**config.mk**
```make
export PLATFORM = sky130hd
export DESIGN_NAME = mipsCore
export DESIGN_NICKNAME = d
export VERILOG_FILES = /design/src/hdl/isaPkg.sv /design/src/hdl/pipePkg.sv /design/src/hdl/mipsCore.sv /design/src/hdl/datapath.sv /design/src/hdl/divUnit.sv /design/src/hdl/hazardUnit.sv /design/src/hdl/regFile.sv /design/src/hdl/decoder.sv
export VERILOG_INCLUDE_DIRS = /design/src /design/src/hdl
export SDC_FILE = /design/constraint.sdc
export NUM_CORES = 2
export LEC_CHECK = 0
export BUFFER_PORTS_ARGS = -buffer_cell sky130_fd_sc_hd__clkbuf_2
export CAP_MARGIN = 10
export CORE_MARGIN = 2
export CORE_UTILIZATION = 35
export DETAILED_ROUTE_END_ITERATION = 10
export GPL_TIMING_DRIVEN = 1
export PLACE_DENSITY_LB_ADDON = 0.08
export SLEW_MARGIN = 0
export SYNTH_ARGS = -nofsm -noshare
export SYNTH_HDL_FRONTEND = slang
export SYNTH_HIERARCHICAL = 1
export SYNTH_SLANG_ARGS = --single-unit
export TNS_END_PERCENT = 30
```
**constraint.sdc**
```tcl
create_clock -name clk -period 16.79 [get_ports clk]
set_clock_uncertainty 0.05 [all_clocks]
set_input_delay 2.5185 -clock clk [delete_from_list [all_inputs] [get_ports clk]]
set_output_delay 2.5185 -clock clk [all_outputs]
set_load 0.01 [all_outputs]
```
**src/hdl/mips_params.svh**
```systemverilog
`ifndef MIPS_PARAMS_SVH
`define MIPS_PARAMS_SVH

// machine word width
// covers data, instructions and addresses
`define DATA_W 32

// register index width
// 2**REG_AW general purpose registers
`define REG_AW 5

// boot vector in kseg1
`define RESET_PC 32'hBFC00000

// restoring divide steps
// one quotient bit per step
`define DIV_STEPS 32

`endif
```
**src/hdl/isaPkg.sv**
```systemverilog
`default_nettype none
`include "mips_params.svh"

package isaPkg;

	// data and instruction word
	typedef logic [`DATA_W-1:0] word_t;
	// gpr number
	typedef logic [`REG_AW-1:0] regIdx_t;

	// immediate field of I-type
	typedef logic [15:0] imm16_t;
	// word index field of J-type
	typedef logic [25:0] jumpIdx_t;

	// primary opcode, instr[31:26]
	typedef enum logic [5:0] {
		OP_SPECIAL = 6'h00,
		OP_J       = 6'h02,
		OP_BEQ     = 6'h04,
		OP_BNE     = 6'h05,
		OP_ADDIU   = 6'h09,
		OP_LUI     = 6'h0F,
		OP_LW      = 6'h23,
		OP_SW      = 6'h2B
	} opcode_e;

	// SPECIAL funct, instr[5:0]
	typedef enum logic [5:0] {
		FN_MFHI = 6'h10,
		FN_MFLO = 6'h12,
		FN_DIVU = 6'h1B,
		FN_ADDU = 6'h21,
		FN_SUBU = 6'h23,
		FN_AND  = 6'h24,
		FN_OR   = 6'h25,
		FN_SLT  = 6'h2A
	} funct_e;

	// execute stage ALU function
	typedef enum logic [2:0] {
		ALU_ADD,
		ALU_SUB,
		ALU_AND,
		ALU_OR,
		ALU_SLT,
		ALU_LUI
	} aluOp_e;

endpackage

`default_nettype wire

```
**src/hdl/pipePkg.sv**
```systemverilog
`default_nettype none

package pipePkg;

	// writeback result source
	typedef enum logic [1:0] {RES_ALU, RES_MEM, RES_HI, RES_LO} resSel_e;

	// execute operand source
	typedef enum logic [1:0] {FWD_REG, FWD_MEM, FWD_WB} fwdSel_e;

	// divider FSM
	typedef enum logic [1:0] {DIV_IDLE, DIV_RUN, DIV_DONE} divState_e;

	//////////////////////////////////////////////////
	// decode control bundle
	//////////////////////////////////////////////////
	typedef struct packed {
		logic           regWrite;
		logic           memRead;
		logic           memWrite;
		// b operand from immediate
		logic           aluSrcImm;
		// dest is rd, else rt
		logic           regDstRd;
		logic           zeroExt;
		isaPkg::aluOp_e aluOp;
		resSel_e        resSel;
		logic           isBranch;
		// bne, inverts the compare
		logic           branchNe;
		logic           isJump;
		logic           startDiv;
	} ctrl_t;

	//////////////////////////////////////////////////
	// stage registers
	//////////////////////////////////////////////////
	typedef struct packed {
		isaPkg::word_t pc;
		isaPkg::word_t instr;
	} ifId_t;

	typedef struct packed {
		ctrl_t           ctrl;
		isaPkg::word_t   pc;
		isaPkg::word_t   rsVal;
		isaPkg::word_t   rtVal;
		// already extended
		isaPkg::word_t   imm;
		isaPkg::regIdx_t rs;
		isaPkg::regIdx_t rt;
		isaPkg::regIdx_t dest;
	} idEx_t;

	typedef struct packed {
		logic            regWrite;
		logic            memRead;
		logic            memWrite;
		resSel_e         resSel;
		isaPkg::word_t   pc;
		isaPkg::word_t   aluOut;
		isaPkg::word_t   storeVal;
		isaPkg::regIdx_t dest;
	} exMem_t;

	typedef struct packed {
		logic            regWrite;
		resSel_e         resSel;
		isaPkg::word_t   pc;
		isaPkg::word_t   aluOut;
		isaPkg::word_t   memData;
		isaPkg::regIdx_t dest;
	} memWb_t;

	// writeback trace, one entry per gpr write
	typedef struct packed {
		isaPkg::word_t   pc;
		logic [3:0]      wen;
		isaPkg::regIdx_t wnum;
		isaPkg::word_t   wdata;
	} trace_t;

endpackage

`default_nettype wire

```
**src/hdl/mipsCore.sv**
```systemverilog
`timescale 1ns/1ps
`default_nettype none

module mipsCore (
	input  logic            clk, rst,
	output isaPkg::word_t   pcF,
	input  isaPkg::word_t   instrF,
	output isaPkg::word_t   dataAddr, dataWdata,
	output logic            dataWe,
	input  isaPkg::word_t   dataRdata,
	output pipePkg::trace_t trace
);

	// decoder loop
	isaPkg::word_t    instrD;
	pipePkg::ctrl_t   ctrlD;
	// status toward the hazard unit
	isaPkg::regIdx_t  rsD, rtD, rsE, rtE, destE, destM, destW;
	logic             branchD, regWriteE, memReadE, divBusy;
	logic             regWriteM, memReadM, regWriteW;
	// controls back into the datapath
	logic             stallF, stallD, bubbleE;
	pipePkg::fwdSel_e fwdA, fwdB;
	logic             fwdBrA, fwdBrB;

	decoder decoder_inst (
		.instr (instrD),
		.ctrl  (ctrlD)
	);

	// names match port for port
	hazardUnit hazardUnit_inst (.*);

	datapath datapath_inst (.*);

endmodule

`default_nettype wire

```
**src/hdl/datapath.sv**
```systemverilog
`timescale 1ns/1ps
`default_nettype none
`include "mips_params.svh"

module datapath (
	input  logic             clk, rst,
	// instruction port
	output isaPkg::word_t    pcF,
	input  isaPkg::word_t    instrF,
	// data port
	output isaPkg::word_t    dataAddr, dataWdata,
	output logic             dataWe,
	input  isaPkg::word_t    dataRdata,
	// decoder loop
	output isaPkg::word_t    instrD,
	input  pipePkg::ctrl_t   ctrlD,
	// hazard controls
	input  logic             stallF, stallD, bubbleE,
	input  pipePkg::fwdSel_e fwdA, fwdB,
	input  logic             fwdBrA, fwdBrB,
	// hazard status
	output isaPkg::regIdx_t  rsD, rtD, rsE, rtE, destE, destM, destW,
	output logic             branchD, regWriteE, memReadE, divBusy,
	output logic             regWriteM, memReadM, regWriteW,
	output pipePkg::trace_t  trace
);

	pipePkg::ifId_t  ifId;
	pipePkg::idEx_t  idEx;
	pipePkg::exMem_t exMem;
	pipePkg::memWb_t memWb;

	isaPkg::regIdx_t  rdD;
	isaPkg::imm16_t   imm16D;
	isaPkg::jumpIdx_t jIdxD;
	isaPkg::word_t    pcPlus4D, immD, brTarget, jTarget;
	isaPkg::word_t    rdataA, rdataB, brA, brB;
	logic             brTaken;
	isaPkg::word_t    opA, opB, aluB, aluOut;
	isaPkg::word_t    hi, lo, memFwd, wbResult;

	//////////////////////////////////////////////////
	// fetch
	//////////////////////////////////////////////////
	// redirect from decode lands after the delay slot
	always_ff @(posedge clk) begin
		if (rst)
			pcF <= `RESET_PC;
		else if (!stallF)
			pcF <= ctrlD.isJump ? jTarget : brTaken ? brTarget : pcF + 32'd4;
	end

	// reset leaves an all-zero word, decodes as nop
	always_ff @(posedge clk) begin
		if (rst)
			ifId <= '0;
		else if (!stallD)
			ifId <= '{pc: pcF, instr: instrF};
	end

	//////////////////////////////////////////////////
	// decode
	//////////////////////////////////////////////////
	assign instrD  = ifId.instr;
	assign rsD     = instrD[25:21];
	assign rtD     = instrD[20:16];
	assign rdD     = instrD[15:11];
	assign imm16D  = instrD[15:0];
	assign jIdxD   = instrD[25:0];
	assign branchD = ctrlD.isBranch;

	assign immD     = ctrlD.zeroExt ? {16'b0, imm16D} : {{16{imm16D[15]}}, imm16D};
	assign pcPlus4D = ifId.pc + 32'd4;
	assign brTarget = pcPlus4D + {immD[29:0], 2'b00};
	// region of the delay slot
	assign jTarget  = {pcPlus4D[31:28], jIdxD, 2'b00};

	regFile regFile_inst (
		.clk    (clk),
		.we     (memWb.regWrite),
		.waddr  (memWb.dest),
		.wdata  (wbResult),
		.raddrA (rsD),
		.raddrB (rtD),
		.rdataA (rdataA),
		.rdataB (rdataB)
	);

	// branch compare on forwarded operands
	assign brA     = fwdBrA ? memFwd : rdataA;
	assign brB     = fwdBrB ? memFwd : rdataB;
	assign brTaken = ctrlD.isBranch && ((brA == brB) != ctrlD.branchNe);

	// held while dividing, whole ctrl cleared on a bubble
	always_ff @(posedge clk) begin
		if (rst)
			idEx.ctrl <= '0;
		else if (!divBusy)
			idEx <= '{ctrl: bubbleE ? pipePkg::ctrl_t'('0) : ctrlD, pc: ifId.pc,
				rsVal: rdataA, rtVal: rdataB, imm: immD, rs: rsD, rt: rtD,
				dest: ctrlD.regDstRd ? rdD : rtD};
	end

	//////////////////////////////////////////////////
	// execute
	//////////////////////////////////////////////////
	function automatic isaPkg::word_t fwdMux(pipePkg::fwdSel_e sel, isaPkg::word_t regVal,
			isaPkg::word_t memVal, isaPkg::word_t wbVal);
		case (sel)
			pipePkg::FWD_MEM: return memVal;
			pipePkg::FWD_WB:  return wbVal;
			default:          return regVal;
		endcase
	endfunction

	assign opA  = fwdMux(fwdA, idEx.rsVal, memFwd, wbResult);
	assign opB  = fwdMux(fwdB, idEx.rtVal, memFwd, wbResult);
	assign aluB = idEx.ctrl.aluSrcImm ? idEx.imm : opB;

	always_comb begin
		case (idEx.ctrl.aluOp)
			isaPkg::ALU_SUB: aluOut = opA - aluB;
			isaPkg::ALU_AND: aluOut = opA & aluB;
			isaPkg::ALU_OR:  aluOut = opA | aluB;
			isaPkg::ALU_SLT: aluOut = {31'b0, $signed(opA) < $signed(aluB)};
			isaPkg::ALU_LUI: aluOut = {aluB[15:0], 16'b0};
			default:         aluOut = opA + aluB;
		endcase
	end

	// divu sits in execute until busy drops
	divUnit divUnit_inst (
		.clk      (clk),
		.rst      (rst),
		.start    (idEx.ctrl.startDiv),
		.dividend (opA),
		.divisor  (opB),
		.busy     (divBusy),
		.hi       (hi),
		.lo       (lo)
	);

	assign rsE       = idEx.rs;
	assign rtE       = idEx.rt;
	assign destE     = idEx.dest;
	assign regWriteE = idEx.ctrl.regWrite;
	assign memReadE  = idEx.ctrl.memRead;

	// bubble into memory while the divider runs
	always_ff @(posedge clk) begin
		if (rst || divBusy) begin
			exMem.regWrite <= 1'b0;
			exMem.memRead  <= 1'b0;
			exMem.memWrite <= 1'b0;
		end else begin
			exMem <= '{regWrite: idEx.ctrl.regWrite, memRead: idEx.ctrl.memRead,
				memWrite: idEx.ctrl.memWrite, resSel: idEx.ctrl.resSel, pc: idEx.pc,
				aluOut: aluOut, storeVal: opB, dest: idEx.dest};
		end
	end

	//////////////////////////////////////////////////
	// memory
	//////////////////////////////////////////////////
	assign dataAddr  = exMem.aluOut;
	assign dataWdata = exMem.storeVal;
	assign dataWe    = exMem.memWrite;
	assign destM     = exMem.dest;
	assign regWriteM = exMem.regWrite;
	assign memReadM  = exMem.memRead;

	// forwarded value, mfhi/mflo need hi/lo here
	always_comb begin
		case (exMem.resSel)
			pipePkg::RES_HI: memFwd = hi;
			pipePkg::RES_LO: memFwd = lo;
			default:         memFwd = exMem.aluOut;
		endcase
	end

	always_ff @(posedge clk) begin
		if (rst)
			memWb.regWrite <= 1'b0;
		else
			memWb <= '{regWrite: exMem.regWrite, resSel: exMem.resSel, pc: exMem.pc,
				aluOut: exMem.aluOut, memData: dataRdata, dest: exMem.dest};
	end

	//////////////////////////////////////////////////
	// writeback
	//////////////////////////////////////////////////
	always_comb begin
		case (memWb.resSel)
			pipePkg::RES_MEM: wbResult = memWb.memData;
			pipePkg::RES_HI:  wbResult = hi;
			pipePkg::RES_LO:  wbResult = lo;
			default:          wbResult = memWb.aluOut;
		endcase
	end

	assign destW     = memWb.dest;
	assign regWriteW = memWb.regWrite;

	// all four byte enables on a gpr write
	assign trace = '{pc: memWb.pc, wen: {4{memWb.regWrite}}, wnum: memWb.dest,
		wdata: wbResult};

endmodule

`default_nettype wire

```
**src/hdl/divUnit.sv**
```systemverilog
`timescale 1ns/1ps
`default_nettype none
`include "mips_params.svh"

module divUnit (
	input  logic          clk,
	input  logic          rst,
	input  logic          start,
	input  isaPkg::word_t dividend,
	input  isaPkg::word_t divisor,
	output logic          busy,
	output isaPkg::word_t hi,
	output isaPkg::word_t lo
);

	localparam int CntW = $clog2(`DIV_STEPS);

	pipePkg::divState_e state;
	logic [CntW-1:0]    stepCnt;
	logic               launch;
	logic               lastStep;

	// partial remainder, quotient/dividend shifter, divisor copy
	isaPkg::word_t   rem;
	isaPkg::word_t   quo;
	isaPkg::word_t   dsr;
	logic [`DATA_W:0] partial;
	logic [`DATA_W:0] diff;
	logic             fits;

	assign launch   = state == pipePkg::DIV_IDLE && start;
	assign lastStep = stepCnt == CntW'(`DIV_STEPS - 1);

	// covers the launch cycle too so the divu stays in execute
	// DONE lets it move on while hi/lo update
	assign busy = launch || state == pipePkg::DIV_RUN;

	//////////////////////////////////////////////////
	// FSM and step counter
	//////////////////////////////////////////////////
	always_ff @(posedge clk) begin
		if (rst) begin
			state   <= pipePkg::DIV_IDLE;
			stepCnt <= '0;
		end else begin
			case (state)
				pipePkg::DIV_IDLE: begin
					if (start) begin
						state   <= pipePkg::DIV_RUN;
						stepCnt <= '0;
					end
				end
				pipePkg::DIV_RUN: begin
					stepCnt <= stepCnt + 1'b1;
					if (lastStep)
						state <= pipePkg::DIV_DONE;
				end
				default: state <= pipePkg::DIV_IDLE;
			endcase
		end
	end

	//////////////////////////////////////////////////
	// restoring shift-subtract
	//////////////////////////////////////////////////
	// next dividend bit shifts into the remainder
	assign partial = {rem, quo[`DATA_W-1]};
	assign diff    = partial - {1'b0, dsr};
	// no borrow, keep the difference
	// divisor 0 always fits -> all-ones quotient, rem = dividend
	assign fits    = !diff[`DATA_W];

	always_ff @(posedge clk) begin
		if (launch) begin
			rem <= '0;
			quo <= dividend;
			dsr <= divisor;
		end else if (state == pipePkg::DIV_RUN) begin
			rem <= fits ? diff[`DATA_W-1:0] : partial[`DATA_W-1:0];
			quo <= {quo[`DATA_W-2:0], fits};
		end
		// results visible from the next cycle on
		if (state == pipePkg::DIV_DONE) begin
			hi <= rem;
			lo <= quo;
		end
	end

endmodule

`default_nettype wire

```
**src/hdl/hazardUnit.sv**
```systemverilog
`timescale 1ns/1ps
`default_nettype none

module hazardUnit (
	// decode
	input  isaPkg::regIdx_t  rsD, rtD,
	input  logic             branchD,
	// execute
	input  isaPkg::regIdx_t  rsE, rtE, destE,
	input  logic             regWriteE, memReadE, divBusy,
	// memory
	input  isaPkg::regIdx_t  destM,
	input  logic             regWriteM, memReadM,
	// writeback
	input  isaPkg::regIdx_t  destW,
	input  logic             regWriteW,
	output logic             stallF, stallD, bubbleE,
	output pipePkg::fwdSel_e fwdA, fwdB,
	output logic             fwdBrA, fwdBrB
);

	logic loadUse;
	logic brWaitE;
	logic brWaitM;
	logic holdD;

	// regWrite is never set for r0
	// so no zero-index checks below

	// load in execute feeding decode
	assign loadUse = memReadE && regWriteE && (destE == rsD || destE == rtD);
	// branch compare in decode needs final operands
	// producer still in execute
	assign brWaitE = branchD && regWriteE && (destE == rsD || destE == rtD);
	// load still reading memory
	assign brWaitM = branchD && memReadM && regWriteM && (destM == rsD || destM == rtD);
	assign holdD   = loadUse || brWaitE || brWaitM;

	// divider freezes F/D/E, bubbles flow into memory
	assign stallF  = holdD || divBusy;
	assign stallD  = holdD || divBusy;
	// execute is held during a divide, not bubbled
	assign bubbleE = holdD && !divBusy;

	// youngest producer wins, memory before writeback
	function automatic pipePkg::fwdSel_e pickSrc(isaPkg::regIdx_t src);
		if (regWriteM && destM == src)
			return pipePkg::FWD_MEM;
		if (regWriteW && destW == src)
			return pipePkg::FWD_WB;
		return pipePkg::FWD_REG;
	endfunction

	always_comb begin
		fwdA = pickSrc(rsE);
		fwdB = pickSrc(rtE);
	end

	// branch operands
	// writeback is covered by the regfile bypass
	assign fwdBrA = regWriteM && destM == rsD;
	assign fwdBrB = regWriteM && destM == rtD;

endmodule

`default_nettype wire

```
**src/hdl/regFile.sv**
```systemverilog
`timescale 1ns/1ps
`default_nettype none
`include "mips_params.svh"

module regFile (
	input  logic            clk,
	input  logic            we,
	input  isaPkg::regIdx_t waddr,
	input  isaPkg::word_t   wdata,
	input  isaPkg::regIdx_t raddrA,
	input  isaPkg::regIdx_t raddrB,
	output isaPkg::word_t   rdataA,
	output isaPkg::word_t   rdataB
);

	isaPkg::word_t regs [2**`REG_AW];

	// writeback port
	always_ff @(posedge clk) begin
		if (we)
			regs[waddr] <= wdata;
	end

	// r0 reads zero
	// same-cycle write goes straight through
	function automatic isaPkg::word_t readReg(isaPkg::regIdx_t idx);
		if (idx == '0)
			return '0;
		if (we && waddr == idx)
			return wdata;
		return regs[idx];
	endfunction

	always_comb begin
		rdataA = readReg(raddrA);
		rdataB = readReg(raddrB);
	end

endmodule

`default_nettype wire

```
**src/hdl/decoder.sv**
```systemverilog
`timescale 1ns/1ps
`default_nettype none

module decoder (
	input  isaPkg::word_t  instr,
	output pipePkg::ctrl_t ctrl
);

	isaPkg::opcode_e op;
	isaPkg::funct_e  fn;

	assign op = isaPkg::opcode_e'(instr[31:26]);
	assign fn = isaPkg::funct_e'(instr[5:0]);

	always_comb begin
		// everything off is a nop
		ctrl = '0;
		case (op)
			isaPkg::OP_SPECIAL: begin
				// R-type writes rd
				ctrl.regDstRd = 1'b1;
				ctrl.regWrite = 1'b1;
				case (fn)
					isaPkg::FN_ADDU: ctrl.aluOp = isaPkg::ALU_ADD;
					isaPkg::FN_SUBU: ctrl.aluOp = isaPkg::ALU_SUB;
					isaPkg::FN_AND:  ctrl.aluOp = isaPkg::ALU_AND;
					isaPkg::FN_OR:   ctrl.aluOp = isaPkg::ALU_OR;
					isaPkg::FN_SLT:  ctrl.aluOp = isaPkg::ALU_SLT;
					isaPkg::FN_MFHI: ctrl.resSel = pipePkg::RES_HI;
					isaPkg::FN_MFLO: ctrl.resSel = pipePkg::RES_LO;
					isaPkg::FN_DIVU: begin
						// result lands in hi/lo, no gpr write
						ctrl.regWrite = 1'b0;
						ctrl.startDiv = 1'b1;
					end
					// sll/nop and the rest
					default: ctrl.regWrite = 1'b0;
				endcase
			end
			isaPkg::OP_ADDIU: begin
				ctrl.regWrite  = 1'b1;
				ctrl.aluSrcImm = 1'b1;
			end
			isaPkg::OP_LUI: begin
				ctrl.regWrite  = 1'b1;
				ctrl.aluSrcImm = 1'b1;
				ctrl.zeroExt   = 1'b1;
				ctrl.aluOp     = isaPkg::ALU_LUI;
			end
			isaPkg::OP_LW: begin
				// address add, data from memory
				ctrl.regWrite  = 1'b1;
				ctrl.memRead   = 1'b1;
				ctrl.aluSrcImm = 1'b1;
				ctrl.resSel    = pipePkg::RES_MEM;
			end
			isaPkg::OP_SW: begin
				ctrl.memWrite  = 1'b1;
				ctrl.aluSrcImm = 1'b1;
			end
			isaPkg::OP_BEQ: ctrl.isBranch = 1'b1;
			isaPkg::OP_BNE: begin
				ctrl.isBranch = 1'b1;
				ctrl.branchNe = 1'b1;
			end
			isaPkg::OP_J: ctrl.isJump = 1'b1;
			default: ;
		endcase
		// r0 is hardwired so its writes vanish here
		if ((ctrl.regDstRd ? instr[15:11] : instr[20:16]) == '0)
			ctrl.regWrite = 1'b0;
	end

endmodule

`default_nettype wire

```
# Word level (Yosys, flattened, before mapping)
# Memory sizes are Yosys's and may differ from the RTL's. A register that Yosys moved wholly into a read port is not among the register bits.
# Index checks and enable logic that the tools add are counted.
# classes
n_lt_le_gt_ge	1
add_sub_neg	7
eq_ne	46
n_reduce_logical	41
n_mux	72
bitwise	4
# op_table
cell	count
32-bit two-way mux	16
32-bit one-hot mux with 2 select lines	3
32-bit one-hot mux with 5 select lines	1
32-bit one-hot mux with 3 select lines	1
32-bit by 3-bit adder with 32-bit output, second input constant	2
32-bit adder	2
5-bit equality test	10
6-bit equality test, second input constant	7
33-bit by 32-bit subtractor with 33-bit output	1
32-bit AND	1
32-bit equality test	1
32-bit < comparator	1
32-bit bitwise OR	1
32-bit subtractor	1
30-bit two-way mux	1
5-bit two-way mux	6
1-bit two-way mux	26
2-bit two-way mux	10
6-bit by 5-bit equality test with 1-bit output, second input constant	3
1-bit logical AND	18
5-bit zero test	3
15-bit two-way mux	1
2-bit equality test, second input constant	7
6-bit by 3-bit equality test with 1-bit output, second input constant	2
other kinds (27)	46
# totals
inputBits	66
reg_bits	625
n_memories	1
mem_bits_rw	1024
output_inout_bits	170
elab_cells	211
# mem_list
name	words	word_bits	read_ports	rd_ports_with_merged_regs	write_ports	line_no	text
datapath_inst.regFile_inst.regs	32	32	2	2	1	regFile.sv:16	isaPkg::word_t regs [2**`REG_AW];

# Longest topological paths before layout
# depth
word_depth	12
ltp_mapped	25
mapped_depth_nobuf	23

# Cells and area by module
# Netlist, hierarchy kept.
# modules_own_cells
module	instances	area_each_um2	cells_per_inst	seq_area_each_um2
regFile	1	47957.2	2596	30749.5
datapath	1	28523.6	2878	12261.8
divUnit	1	7721.2	687	4624.4
hazardUnit	1	543.0	66	0.0
decoder	1	310.3	45	0.0

# Worst setup path after synthesis
# No wires, ideal clock.
# synth_timing
path_kind	input-to-reg
startpoint	in rst
endpoint	reg datapath_inst.exMem, in the netlist datapath_inst/dataAddr[0], enable pin
t_required_ps	15907
t_arrival_ps	12377
path_slack_ps	3530
stages	2
setup_ps	833
n_path_buf	1
path_cell_list	clkbuf_1 > nor2_1
# synth_via
elab_chain_cells	1
# synth_lines
item	line_no	text
start: declaration	mipsCore.sv:5	input logic clk, rst,
1-bit logical OR	datapath.sv:151	if (rst || divBusy) begin
end signal: assignment	datapath.sv:156	exMem <= '{regWrite: idEx.ctrl.regWrite, memRead: idEx.ctrl.memRead,
end: declaration	datapath.sv:30	pipePkg::exMem_t exMem;
# Every way passes these cells.
# A chain may end at the register's enable or synchronous reset.

# Worst setup path in the final report
# layout_timing
startpoint	reg datapath_inst.ifId, in the netlist datapath_inst/instrD[16]
endpoint	reg datapath_inst.pcF[30]
# layout_via
elab_chain_cells	12
word_cells_on_any_way	26
classes_between	eq/ne (5); mux (9); reduce/logical (12)
# layout_lines
item	line_no	text
start: declaration	datapath.sv:28	pipePkg::ifId_t ifId;
start signal: assignment	datapath.sv:58	ifId <= '{pc: pcF, instr: instrF};
5-bit equality test	regFile.sv:29	if (we && waddr == idx)
1-bit logical AND	regFile.sv:29	
1-bit two-way mux (2 in a row)	regFile.sv:29	
32-bit two-way mux	regFile.sv:31	return regs[idx];
32-bit two-way mux *	regFile.sv:29	
net datapath_inst.rdataB[24]	datapath.sv:37	isaPkg::word_t rdataA, rdataB, brA, brB;
32-bit two-way mux *	datapath.sv:91	assign brB = fwdBrB ? memFwd : rdataB;
32-bit equality test *	datapath.sv:92	assign brTaken = ctrlD.isBranch && ((brA == brB) != ctrlD.branchNe);
1-bit != test *	datapath.sv:92	
1-bit logical AND *	datapath.sv:92	
32-bit two-way mux * (2 in a row)	datapath.sv:50	pcF <= ctrlD.isJump ? jTarget : brTaken ? brTarget : pcF + 32'd4;
end signal: assignment	datapath.sv:48	pcF <= `RESET_PC;
end signal: assignment	datapath.sv:50	
end: declaration	datapath.sv:8	output isaPkg::word_t pcF,
# The timed path passes the listed nets; every way through them passes the cells marked *. The select of a mux whose other input is x is not followed.

==> results.py <==
metrics = {
    "clock_network": {
        "cts_tree": "built",
        "h-tree-depth": 4,
        "root_buffer": "clkbuf_16",
        "ctsHoldBuffers": 0,
        "cts_made_buffers": 190,
        "clkSlewWorstSetupHoldPaths_ps": 70,
        "clock_latency_ps": 860,
        "clock_path_buffers": 3,
        "post_cts_resized": 0,
        "post_cts_buffers": 0,
        "cts.sinks": 1636,
    },
    "die": {
        "rows": 180,
        "core-area_um2": 241000,
        "die_y_um": 497,
        "initial_utilization_pct": 35.3,
        "dieArea_um2": 247000,
        "die_w_um": 497,
        "ios": 236,
    },
    "placed_design": {
        "gp_congestion": 0.925,
        "post-place-cells": 9332,
        "hpwl_mm": 217,
        "port_buffers": 235,
    },
    "grt": {
        "grt_usage_pct": 27.0,
        "grt_max_degree": 156,
        "grt_antenna_before_repair": 19,
        "grt_pass1_wl_mm": 467,
        "grt_overflow_total": 0,
        "grt_pass1_vias": 57643,
    },
    "pwr": {
        "power_leakage_uw": 0.0321,
        "p_sw_uw": 3050,
        "p_sw_share_pct": 28.7,
        "vdd_drop_max_v": 0.0000869,
        "power_frac_seq_pct": 45.4,
        "p_int_uw": 7580,
        "p_comb_share_pct": 15.9,
        "clkPwrFrac_pct": 38.7,
        "powerDensity_nw_per_um2": 112,
    },
    "final_layout": {
        "fin_cells": 9690,
        "syn2layout_area_growth_pct": 11.9,
        "drive_above_1_share_pct": 19.4,
        "fin_util_pct": 39.5,
        "nFillCells": 22655,
        "final_net_count": 6575,
    },
    "worst_setup_path": {
        "cp-end-kind": "flop",
        "cp_cell_sequence": "buf_12, buf_4, buf_4, mux4_2, a211oi_1, nand2_1, a32o_1, xor2_1, nor3_1, a32o_1, o2111ai_1, a221oi_1, o2111a_1, nand4_1, nand2_2, mux2_2, o21ai_1",
        "critical_path_required_ps": 17510,
        "critPathSlowestCell": "dfxtp_4",
        "crit_fanout": 75,
        "crit_type": "reg2reg",
        "cp_num_buf_inv": 3,
        "cp_top_family": "compound AO/OA/AOI/OAI gates",
        "cp.depth": 17,
        "cpPeakStageDelay_ps": 890,
        "worst_r2r_path_depth": 17,
        "crit_path_start_kind": "flop",
        "cp.arrival_ps": 9320,
    },
    "logic_synthesis": {
        "netlist_area_um2": 85000,
        "synth_nets": 6498,
        "yosysWarnings": 6,
        "netlist_instances": 6262,
        "avgSynthCellArea_um2": 13.6,
    },
    "sta": {
        "slew_headroom_pct": 13.5,
        "period_share_pct": 51.2,
        "final-setup-viol-count": 0,
        "rsz0062_at_grt": "no",
        "tightest_slew_ps": 1290,
        "drv_slew": 0,
        "fin_crit_ps": 8600,
        "tns_ps": 0,
        "fmax_ghz": 0.116,
        "hold_viol_final": 0,
    },
    "detailed_routing": {
        "drc": 0,
        "antenna_left": 0,
        "drtPass1Iterations": 5,
        "via_per_inst": 6.08,
        "first_iter_violations": 6889,
        "wl_mm": 339,
        "avgRoutedWirePerCell_um": 35.0,
        "vias": 58932,
    },
    "hold_path": {
        "hp-class": "reg2reg",
        "holdPathStages": 0,
    },
    "status": {
        "status": "completed",
    },
    "flow_run": {
        "max_cap_viol_count": 0,
    },
}
==> state kept, by name, indices dropped and copies added, names as in the netlist, 34 cells and up <==
name and cells:
datapath_inst/regFile_inst/regs 1024, datapath_inst/memWb 66, datapath_inst/exMem 34, datapath_inst/idEx 122
==> cell usage in the layout, fill, tap and decap left out, drive strengths merged, types with 47 or more instances in the layout <==
cell,instances
nand2,357
a22oi,127
xor2,119
a211oi,92
nor3,77
clkbuf,476
a221oi,78
a21oi,334
mux2i,414
a221o,60
nor2,319
dfxtp,149
nand2b,47
inv,262
clkinv,82
o22ai,87
xnor2,159
o21ai,250
mux4,414
ha,166
buf,199
edfxtp,1487
nand3,65
nor2b,59
==> final cells by class <==
class                   instances  area [µm²]  share of cell area, %
flip-flops and latches       1636       47700                   50.1
multi-input cells            3821       33700                   35.4
clock buffers                 242        5040                   5.30
well taps                    3185        3990                   4.19
repair buffers                433        2730                   2.87
clock inverters               111        1020                   1.07
inverters                     257         970                   1.02
diodes                          5        12.5                 0.0132
==> stage by stage <==
stage	setup slack, ps	total power, µW	hold slack [ps]	cell area (µm²)
after floorplan	3530	5910	350	85000
after global placement	8300	6570	352	89000
after detailed placement	8260	6560	355	89000
after CTS	8260	10700	368	95100
after global routing	7890	11000	369	95100
final	8190	10600	368	95100
==> power by group through the flow <==
stage,registers [µW],logic (µW),clock network [µW]
6_report,4820,1690,4110
5_1_grt,4820,1810,4340
4_1_cts,4820,1670,4190
3_5_place_dp,4900,1670,0
3_3_place_gp,4900,1670,0
2_1_floorplan,4780,1130,0
==> layer usage <==
| layer | wire [µm] | GRT usage, % |
|---|---|---|
| met1 | 150000 | 38.8 |
| met2 | 152000 | 41.5 |
| met3 | 27000 | 4.91 |
| met4 | 11000 | 8.40 |
| met5 | 13 | 0 |
==> final timing paths <==
path	slack, ps	start	endpoint
max	8190	datapath_inst/instrD[16]$_SDFFE_PP0N_	datapath_inst/pcF[30]$_SDFFE_PP0N_
min	370	datapath_inst/exMem[100]$_DFFE_PP_	datapath_inst/trace[72]$_DFFE_PN_
max reg2reg	8190	datapath_inst/instrD[16]$_SDFFE_PP0N_	datapath_inst/pcF[30]$_SDFFE_PP0N_
min reg2reg	370	datapath_inst/exMem[100]$_DFFE_PP_	datapath_inst/trace[72]$_DFFE_PN_
==> worst reg2reg max path: stages, from the launching register on <==
cell and delay, ps:
dfxtp_4 890, buf_12 490, buf_4 900, buf_4 870, mux4_2 680, a211oi_1 230, nand2_1 110, a32o_1 530
xor2_1 260, nor3_1 220, a32o_1 190, o2111ai_1 170, a221oi_1 400, o2111a_1 510, nand4_1 640, nand2_2 850
mux2_2 410, o21ai_1 120
Note: power is estimated with default switching activity, not from simulation.
